--- config.mk ---
export PLATFORM = sky130hd
export DESIGN_NAME = valu_top
export DESIGN_NICKNAME = d
export VERILOG_FILES = /design/src/valu_op_pkg.sv /design/src/valu_types_pkg.sv /design/src/valu_top.sv /design/src/valu_mult_add.sv /design/src/valu_sat_shift.sv /design/src/valu_simd_add.sv /design/src/valu_simd_mult.sv /design/src/valu_ctrl.sv
export SDC_FILE = /design/constraint.sdc
export NUM_CORES = 1
export LEC_CHECK = 0
export BUFFER_PORTS_ARGS = -buffer_cell sky130_fd_sc_hd__buf_2
export CELL_PAD_IN_SITES_DETAIL_PLACEMENT = 0
export CELL_PAD_IN_SITES_GLOBAL_PLACEMENT = 1
export CORE_ASPECT_RATIO = 2
export CORE_UTILIZATION = 46
export DETAILED_ROUTE_END_ITERATION = 7
export GPL_TIMING_DRIVEN = 0
export HOLD_SLACK_MARGIN = 0.03
export MAX_ROUTING_LAYER = met4
export PLACE_DENSITY = 0.76
export SLEW_MARGIN = 25
export SYNTH_ARGS = -nofsm -noshare
export SYNTH_HDL_FRONTEND = slang
export SYNTH_SLANG_ARGS = --single-unit
--- constraint.sdc ---
create_clock -name clk -period 8.3 [get_ports clk]
set_clock_uncertainty 0.15 [all_clocks]
set_input_delay 1.245 -clock clk [delete_from_list [all_inputs] [get_ports clk]]
set_output_delay 1.245 -clock clk [all_outputs]
set_load 0.1 [all_outputs]
--- src/valu_op_pkg.sv ---
package valu_op_pkg;

  // number of input register stages in front of the datapath
  localparam int NUM_STAGES = 2;

  // ------------------------------
  // operation encodings
  // ------------------------------

  // vector configuration of an operand word
  typedef enum logic {
    conf_full = 1'b0,
    conf_half = 1'b1
  } valu_conf;

  // which arithmetic unit feeds the shifter
  typedef enum logic {
    sel_mul = 1'b0,
    sel_add = 1'b1
  } result_sel;

  typedef enum logic [2:0] {
    op_mul          = 3'd0,
    op_mul_frac     = 3'd1,
    op_mul_elem_sat = 3'd2,
    op_add          = 3'd3,
    op_sub          = 3'd4,
    op_add_sat      = 3'd5,
    op_sub_sat      = 3'd6
  } valu_opcode;

  // ------------------------------
  // decoded control
  // ------------------------------

  // travels down the input pipeline next to the operands
  typedef struct packed {
    valu_conf  conf;
    logic      negate_b;
    logic      mult_shift;        // element saturation
    logic      shift_fractional;  // saturating shift left by one
    result_sel sel;
  } mult_add_ctrl;

endpackage

--- src/valu_types_pkg.sv ---
package valu_types_pkg;

  // ------------------------------
  // widths
  // ------------------------------

  localparam int WIDTH        = 16;
  localparam int HALF_WIDTH   = WIDTH / 2;
  localparam int RESULT_WIDTH = 2 * WIDTH;
  localparam int NUM_LANES    = 2;

  // ------------------------------
  // saturation limits
  // ------------------------------

  // element range in full mode, one 16 bit element per word
  localparam logic signed [WIDTH-1:0] ELEM_FULL_MAX = {1'b0, {WIDTH-1{1'b1}}};
  localparam logic signed [WIDTH-1:0] ELEM_FULL_MIN = {1'b1, {WIDTH-1{1'b0}}};

  // element range in half mode
  localparam logic signed [HALF_WIDTH-1:0] ELEM_HALF_MAX = {1'b0, {HALF_WIDTH-1{1'b1}}};
  localparam logic signed [HALF_WIDTH-1:0] ELEM_HALF_MIN = {1'b1, {HALF_WIDTH-1{1'b0}}};

  // largest positive value of a 16 bit result lane and of the whole result
  localparam logic signed [WIDTH-1:0]        LANE_MAX = {1'b0, {WIDTH-1{1'b1}}};
  localparam logic signed [RESULT_WIDTH-1:0] WORD_MAX = {1'b0, {RESULT_WIDTH-1{1'b1}}};

  // ------------------------------
  // data words
  // ------------------------------

  // operand, either one signed element or two signed halves
  // half[1] is bits 15..8
  typedef union packed {
    logic signed [WIDTH-1:0]                     full;
    logic        [NUM_LANES-1:0][HALF_WIDTH-1:0] half;
  } lane_word;

  // result, either one signed 32 bit value or two 16 bit lanes
  typedef union packed {
    logic signed [RESULT_WIDTH-1:0]         full;
    logic        [NUM_LANES-1:0][WIDTH-1:0] lane;
  } result_word;

endpackage
--- src/valu_top.sv ---
`timescale 1ns/1ns

module valu_top (
  input  logic                       clk,
  input  logic                       arst_n,
  input  logic                       enable,
  input  logic                       in_valid,
  input  valu_op_pkg::valu_opcode    opcode,
  input  valu_op_pkg::valu_conf      conf,
  input  valu_types_pkg::lane_word   a,
  input  valu_types_pkg::lane_word   b,
  output valu_types_pkg::result_word result,
  output logic                       result_valid
);
  import valu_op_pkg::*;

  // decoded operation, registered inside the datapath
  mult_add_ctrl ctrl;

  valu_ctrl i_ctrl (
    .clk          (clk),
    .arst_n       (arst_n),
    .enable       (enable),
    .in_valid     (in_valid),
    .opcode       (opcode),
    .conf         (conf),
    .ctrl         (ctrl),
    .result_valid (result_valid)
  );

  valu_mult_add i_mult_add (
    .clk    (clk),
    .enable (enable),
    .ctrl   (ctrl),
    .a      (a),
    .b      (b),
    .result (result)
  );

endmodule

--- src/valu_mult_add.sv ---
`timescale 1ns/1ns

module valu_mult_add (
  input  logic                       clk,
  input  logic                       enable,
  input  valu_op_pkg::mult_add_ctrl  ctrl,
  input  valu_types_pkg::lane_word   a,
  input  valu_types_pkg::lane_word   b,
  output valu_types_pkg::result_word result
);
  import valu_types_pkg::*;
  import valu_op_pkg::*;

  lane_word     a_pipe    [NUM_STAGES];
  lane_word     b_pipe    [NUM_STAGES];
  mult_add_ctrl ctrl_pipe [NUM_STAGES];

  lane_word     a_d;
  lane_word     b_d;
  mult_add_ctrl ctrl_d;

  result_word   a_ext;
  result_word   b_raw;
  result_word   b_ext;
  result_word   product;
  result_word   sum;
  result_word   shift_in;

  // widen an operand to the result format, one lane per element
  function automatic result_word sign_extend(lane_word x, valu_conf c);
    result_word rv;
    if (c == conf_half) begin
      for (int i = 0; i < NUM_LANES; i++) begin
        rv.lane[i] = {{HALF_WIDTH{x.half[i][HALF_WIDTH-1]}}, x.half[i]};
      end
    end else begin
      rv.full = {{WIDTH{x.full[WIDTH-1]}}, x.full};
    end
    return rv;
  endfunction

  // ------------------------------
  // input pipeline
  // ------------------------------

  // the whole pipeline holds while enable is low
  always_ff @(posedge clk) begin
    if (enable) begin
      a_pipe[0]    <= a;
      b_pipe[0]    <= b;
      ctrl_pipe[0] <= ctrl;
      for (int i = 1; i < NUM_STAGES; i++) begin
        a_pipe[i]    <= a_pipe[i-1];
        b_pipe[i]    <= b_pipe[i-1];
        ctrl_pipe[i] <= ctrl_pipe[i-1];
      end
    end
  end

  assign a_d    = a_pipe[NUM_STAGES-1];
  assign b_d    = b_pipe[NUM_STAGES-1];
  assign ctrl_d = ctrl_pipe[NUM_STAGES-1];

  // ------------------------------
  // operand preparation
  // ------------------------------

  assign a_ext = sign_extend(a_d, ctrl_d.conf);
  assign b_raw = sign_extend(b_d, ctrl_d.conf);

  // negation happens after extension, so the element minimum
  // negates without overflow
  always_comb begin
    b_ext = b_raw;
    if (ctrl_d.negate_b) begin
      if (ctrl_d.conf == conf_half) begin
        for (int i = 0; i < NUM_LANES; i++) begin
          b_ext.lane[i] = -b_raw.lane[i];
        end
      end else begin
        b_ext.full = -b_raw.full;
      end
    end
  end

  // ------------------------------
  // arithmetic
  // ------------------------------

  valu_simd_mult i_mult (
    .a       (a_d),
    .b       (b_d),
    .conf    (ctrl_d.conf),
    .product (product)
  );

  valu_simd_add i_add (
    .a_ext (a_ext),
    .b_ext (b_ext),
    .conf  (ctrl_d.conf),
    .sum   (sum)
  );

  assign shift_in = (ctrl_d.sel == sel_add) ? sum : product;

  valu_sat_shift i_sat (
    .x          (shift_in),
    .conf       (ctrl_d.conf),
    .fractional (ctrl_d.shift_fractional),
    .elem_sat   (ctrl_d.mult_shift),
    .y          (result)
  );

endmodule

--- src/valu_sat_shift.sv ---
`timescale 1ns/1ns

module valu_sat_shift (
  input  valu_types_pkg::result_word x,
  input  valu_op_pkg::valu_conf      conf,
  input  logic                       fractional,
  input  logic                       elem_sat,
  output valu_types_pkg::result_word y
);
  import valu_types_pkg::*;
  import valu_op_pkg::*;

  result_word frac_y;
  result_word sat_y;

  // ------------------------------
  // fractional shift
  // ------------------------------

  // shift left by one; a lane whose top bits are 01 would overflow
  // and is replaced by its largest positive value
  always_comb begin
    if (conf == conf_half) begin
      for (int i = 0; i < NUM_LANES; i++) begin
        if (x.lane[i][WIDTH-1 -: 2] == 2'b01) begin
          frac_y.lane[i] = LANE_MAX;
        end else begin
          frac_y.lane[i] = {x.lane[i][WIDTH-2:0], 1'b0};
        end
      end
    end else begin
      if (x.full[RESULT_WIDTH-1 -: 2] == 2'b01) begin
        frac_y.full = WORD_MAX;
      end else begin
        frac_y.full = {x.full[RESULT_WIDTH-2:0], 1'b0};
      end
    end
  end

  // ------------------------------
  // element saturation
  // ------------------------------

  // clamp each lane to the element range, then move the element to
  // the upper half of its lane
  always_comb begin
    if (conf == conf_half) begin
      for (int i = 0; i < NUM_LANES; i++) begin
        if ($signed(x.lane[i]) > ELEM_HALF_MAX) begin
          sat_y.lane[i] = {ELEM_HALF_MAX, {HALF_WIDTH{1'b0}}};
        end else if ($signed(x.lane[i]) < ELEM_HALF_MIN) begin
          sat_y.lane[i] = {ELEM_HALF_MIN, {HALF_WIDTH{1'b0}}};
        end else begin
          sat_y.lane[i] = {x.lane[i][HALF_WIDTH-1:0], {HALF_WIDTH{1'b0}}};
        end
      end
    end else begin
      if (x.full > ELEM_FULL_MAX) begin
        sat_y.full = {ELEM_FULL_MAX, {WIDTH{1'b0}}};
      end else if (x.full < ELEM_FULL_MIN) begin
        sat_y.full = {ELEM_FULL_MIN, {WIDTH{1'b0}}};
      end else begin
        sat_y.full = {x.full[WIDTH-1:0], {WIDTH{1'b0}}};
      end
    end
  end

  // the decoder never sets both flags
  always_comb begin
    if (elem_sat) begin
      y = sat_y;
    end else if (fractional) begin
      y = frac_y;
    end else begin
      y = x;
    end
  end

endmodule

--- src/valu_simd_add.sv ---
`timescale 1ns/1ns

module valu_simd_add (
  input  valu_types_pkg::result_word a_ext,
  input  valu_types_pkg::result_word b_ext,
  input  valu_op_pkg::valu_conf      conf,
  output valu_types_pkg::result_word sum
);
  import valu_types_pkg::*;
  import valu_op_pkg::*;

  // operands arrive already sign extended per lane, so the
  // sums are exact and only the carry chain depends on conf
  always_comb begin
    if (conf == conf_half) begin
      // lanes are split, no carry crosses bit 16
      for (int i = 0; i < NUM_LANES; i++) begin
        sum.lane[i] = a_ext.lane[i] + b_ext.lane[i];
      end
    end else begin
      sum.full = a_ext.full + b_ext.full;
    end
  end

endmodule

--- src/valu_simd_mult.sv ---
`timescale 1ns/1ns

module valu_simd_mult (
  input  valu_types_pkg::lane_word   a,
  input  valu_types_pkg::lane_word   b,
  input  valu_op_pkg::valu_conf      conf,
  output valu_types_pkg::result_word product
);
  import valu_types_pkg::*;
  import valu_op_pkg::*;

  // one signed 16x16 product or two signed 8x8 products
  always_comb begin
    if (conf == conf_half) begin
      // each lane takes its own pair of elements
      for (int i = 0; i < NUM_LANES; i++) begin
        product.lane[i] = $signed(a.half[i]) * $signed(b.half[i]);
      end
    end else begin
      product.full = $signed(a.full) * $signed(b.full);
    end
  end

endmodule

--- src/valu_ctrl.sv ---
`timescale 1ns/1ns

module valu_ctrl (
  input  logic                      clk,
  input  logic                      arst_n,
  input  logic                      enable,
  input  logic                      in_valid,
  input  valu_op_pkg::valu_opcode   opcode,
  input  valu_op_pkg::valu_conf     conf,
  output valu_op_pkg::mult_add_ctrl ctrl,
  output logic                      result_valid
);
  import valu_op_pkg::*;

  logic [NUM_STAGES-1:0] valid_pipe;

  // ------------------------------
  // opcode decode
  // ------------------------------

  always_comb begin
    ctrl.conf             = conf;
    ctrl.negate_b         = 1'b0;
    ctrl.mult_shift       = 1'b0;
    ctrl.shift_fractional = 1'b0;
    ctrl.sel              = sel_mul;

    case (opcode)
      op_mul_frac: ctrl.shift_fractional = 1'b1;
      op_mul_elem_sat: ctrl.mult_shift = 1'b1;
      op_add: ctrl.sel = sel_add;
      op_sub: begin
        ctrl.sel      = sel_add;
        ctrl.negate_b = 1'b1;
      end
      op_add_sat: begin
        ctrl.sel        = sel_add;
        ctrl.mult_shift = 1'b1;
      end
      op_sub_sat: begin
        ctrl.sel        = sel_add;
        ctrl.negate_b   = 1'b1;
        ctrl.mult_shift = 1'b1;
      end
      // op_mul and the unused code fall back to a plain multiply
      default: ctrl.sel = sel_mul;
    endcase
  end

  // ------------------------------
  // valid tracking
  // ------------------------------

  // same depth as the data pipeline, frozen while stalled
  always_ff @(posedge clk or negedge arst_n) begin
    if (!arst_n) begin
      valid_pipe <= '0;
    end else if (enable) begin
      valid_pipe <= {valid_pipe[NUM_STAGES-2:0], in_valid};
    end
  end

  assign result_valid = valid_pipe[NUM_STAGES-1];

endmodule

==> flow_summary.ini <==
[floorplanning]
start_util_pct = 46.7
core.rowCount = 110
die_width_um = 153
io_pins = 73
die_area_um2 = 46600
core_area_um2 = 45000
die_h_um = 304

[logic_synthesis]
synth_edf_count = 74
syn_area_per_cell_um2 = 8.70
ys_ff_latch = 76
synth_top_area_share_pct = 33.5
synth_area_um2 = 21000
ys.flop_type = edfxtp_1
synthArstFlopShare_pct = 2.63
synthDistinctLibCells = 88
synthesis.nets = 2981
seq_area_frac_synth_pct = 10.8
yosysTopAreaCell = fa_1
ys_top_cells_by_area = fa_1 (34%), edfxtp_1 (11%), ha_1 (10%), inv_1 (8.4%), nand2_1 (4.1%)
synth_warnings = 0
syn_inst = 2416

[timing]
finalSetupViolCount = 32
min_period_ns = 9.27
max_freq_mhz = 108
hold_slack_ns = 0.266
finalWorstSetupSlack_ns = -0.965
slew_headroom_pct = 18.0
worst_pin_slew_ns = 1.22
min_period_over_period_pct = 112
setup_tns_ns = -26.06
finalMaxSlewViolations = 0
hold_violations = 0
rsz0062_at_grt = true

[worst_setup_path]
cp.required_ns = 6.90
crit_buf_inv = 8
slowest_delay_ns = 0.60
worst-path-max-fanout = 7
path_depth = 27
start_kind = flop
cpMaxStageDelayCell = fa_1
cpMostUsedCell = fa_1
reg2reg_depth = 1
cp-end-kind = output pin
crit_family = adder cells
crit_type = flop to output pin
arrival_ns = 7.87

[grt]
grt-ovfl-total = 0
grt_max_degree = 40
grt_pass1_vias = 20600
grt_pass1_wl_um = 123000
track_usage_pct = 37.5
antenna_found_initial = 0

[place]
dp_hpwl_um = 65400
io_buffer_count = 72
dp.cells = 3050
gp_congestion = 0.954

[clock_tree]
cts_buffers = 9
h-tree-depth = 3
clock-sinks = 76
postCtsHoldBufs = 0
clk_latency_ns = 0.39
clk_path_buf_depth = 2
clk_pin_slew_ns = 0.07
cts_tree = done
cts_root_buffer = clkbuf_16

[routing]
drtIter0Drc = 1323
wl_um = 82800
vias = 18900
drt_first_pass_iters = 6
routed_via_density = 5.84
drtAntennaViolNets = 0
wire_per_inst_um = 25.6
drcViolationCount = 0

[layout]
final_cell_count_no_fill = 3232
syn_to_final_growth_pct = 27.7
layout.nets = 3232
layout-drive-gt1-share_pct = 23.9
diodes = 0

[status]
violations = negative setup slack
status = finished, violations left

[min_path]
worstHoldPathType = flop to flop
hold_depth = 0

[run]
maxCapViolCount = 0
-- registers in the layout, summed over array words and instances (netlist names) --
register and count:
i_mult_add.b_pipe 32, i_mult_add.a_pipe 32, i_mult_add.ctrl_pipe 10, i_ctrl.valid_pipe 2
-- stage by stage --
| stage | cell area (um^2) | util, % | setup slack, ns |
|---|---|---|---|
| final | 26800 | 59.6 | -0.965 |
| after global routing | 26800 | 59.6 | -1.10 |
| after CTS | 25900 | 57.5 | -0.987 |
| after detailed placement | 22900 | 50.9 | -2.99 |
| after global placement | 22900 | 50.8 | -3.24 |
| after floorplan | 21800 | - | -0.430 |
-- layout make-up --
type	instances	area, um^2
repair buffers	248	2390
well taps	560	701
clock buffers	11	253
flip-flops and latches	76	2270
plain buffers	98	917
clock inverters	5	66.3
multi-input cells	1758	18400
inverters	476	1800
fillers	4102	18200
-- cell families after synthesis --
kind of cell,after synthesis,synth area share [%]
AOI/OAI and AO/OA,449,14.2
xor gates and xnor gates,90,3.82
adders and majority gates,525,43.8
buffers and inverters,582,10.5
DFF,76,10.8
muxes,23,1.12
and+or+nand+nor,671,15.7
-- path summary, 6_finish.rpt --
path / startpoint / endpoint / slack, ns
max: i_mult_add.b_pipe[0][31]$_DFFE_PP_ / result[25] / -0.97
max in group asynchronous: arst_n / i_ctrl.valid_pipe[0]$_DFFE_PN0P_ / 7.41
min: i_mult_add.a_pipe[0][1]$_DFFE_PP_ / i_mult_add.a_pipe[0][17]$_DFFE_PP_ / 0.27
min in group asynchronous: arst_n / i_ctrl.valid_pipe[1]$_DFFE_PN0P_ / 0.49
min reg2reg: i_mult_add.a_pipe[0][1]$_DFFE_PP_ / i_mult_add.a_pipe[0][17]$_DFFE_PP_ / 0.27
max reg2reg: i_ctrl.valid_pipe[1]$_DFFE_PN0P_ / i_ctrl.valid_pipe[1]$_DFFE_PN0P_ / 7.39
-- routing by layer --
layer | track usage, % | part of all wire, % | vias to the layer above
met5 | - | 0 | -
met4 | 32.4 | 11 | 0
met3 | 3.82 | 4.2 | 313
met2 | 67.9 | 53 | 692
met1 | 34.8 | 32 | 9528
li1 | - | - | 8356
-- synth_stat cells (9+ instances only) --
library cell and n:
a31oi_1 11, and2_1 118, nand3_1 27, xor2_1 33, fa_1 352, nor4_1 9
xnor2_1 56, edfxtp_1 74, and3_1 17, o21ai_0 109, a21o_1 33, inv_1 473
nor2_1 125, nor3_1 35, nand4_1 13, nand2b_1 17, a211oi_1 35, mux2i_1 19
o211ai_1 14, ha_1 173, o31ai_1 13, nand2_1 232, o21a_1 13, clkbuf_1 86
o22ai_1 16, a21oi_1 108, buf_1 12, nor2b_1 29
-- cells in the final DEF, fill, tap and decap left out, types with 14 or more instances in the layout --
cell type	Yosys	final
ha_4	0	19
a211oi_1	35	15
o21ai_0	109	83
buf_4	0	150
buf_2	5	43
nor3_1	35	25
a21oi_2	1	17
fa_1	352	329
a21o_1	33	32
edfxtp_1	74	74
a21oi_1	108	88
inv_1	473	448
xor2_1	33	30
buf_8	0	16
o211ai_1	14	14
nor2_1	125	108
clkbuf_16	0	16
nand2b_1	17	17
nor2b_1	29	15
and2_1	118	111
buf_12	0	43
clkbuf_1	86	27
ha_1	173	151
nand3_1	27	21
nand2_1	232	210
mux2i_1	19	14
buf_6	3	26
fa_2	0	23
inv_2	1	25
xnor2_1	56	51
-- repair_timing --
| item | in CTS | in global routing |
|---|---|---|
| pin swaps | 87 | 125 |
| cloned | 4 | 1 |
| gates resized for setup | 403 | 178 |
| setup endpoints to repair | 32 | 32 |
| buffers inserted | 120 | 49 |
Power is left out: the tool's default activity adds up to more than one toggle a clock period on the data nets, which glitch-free logic cannot reach.
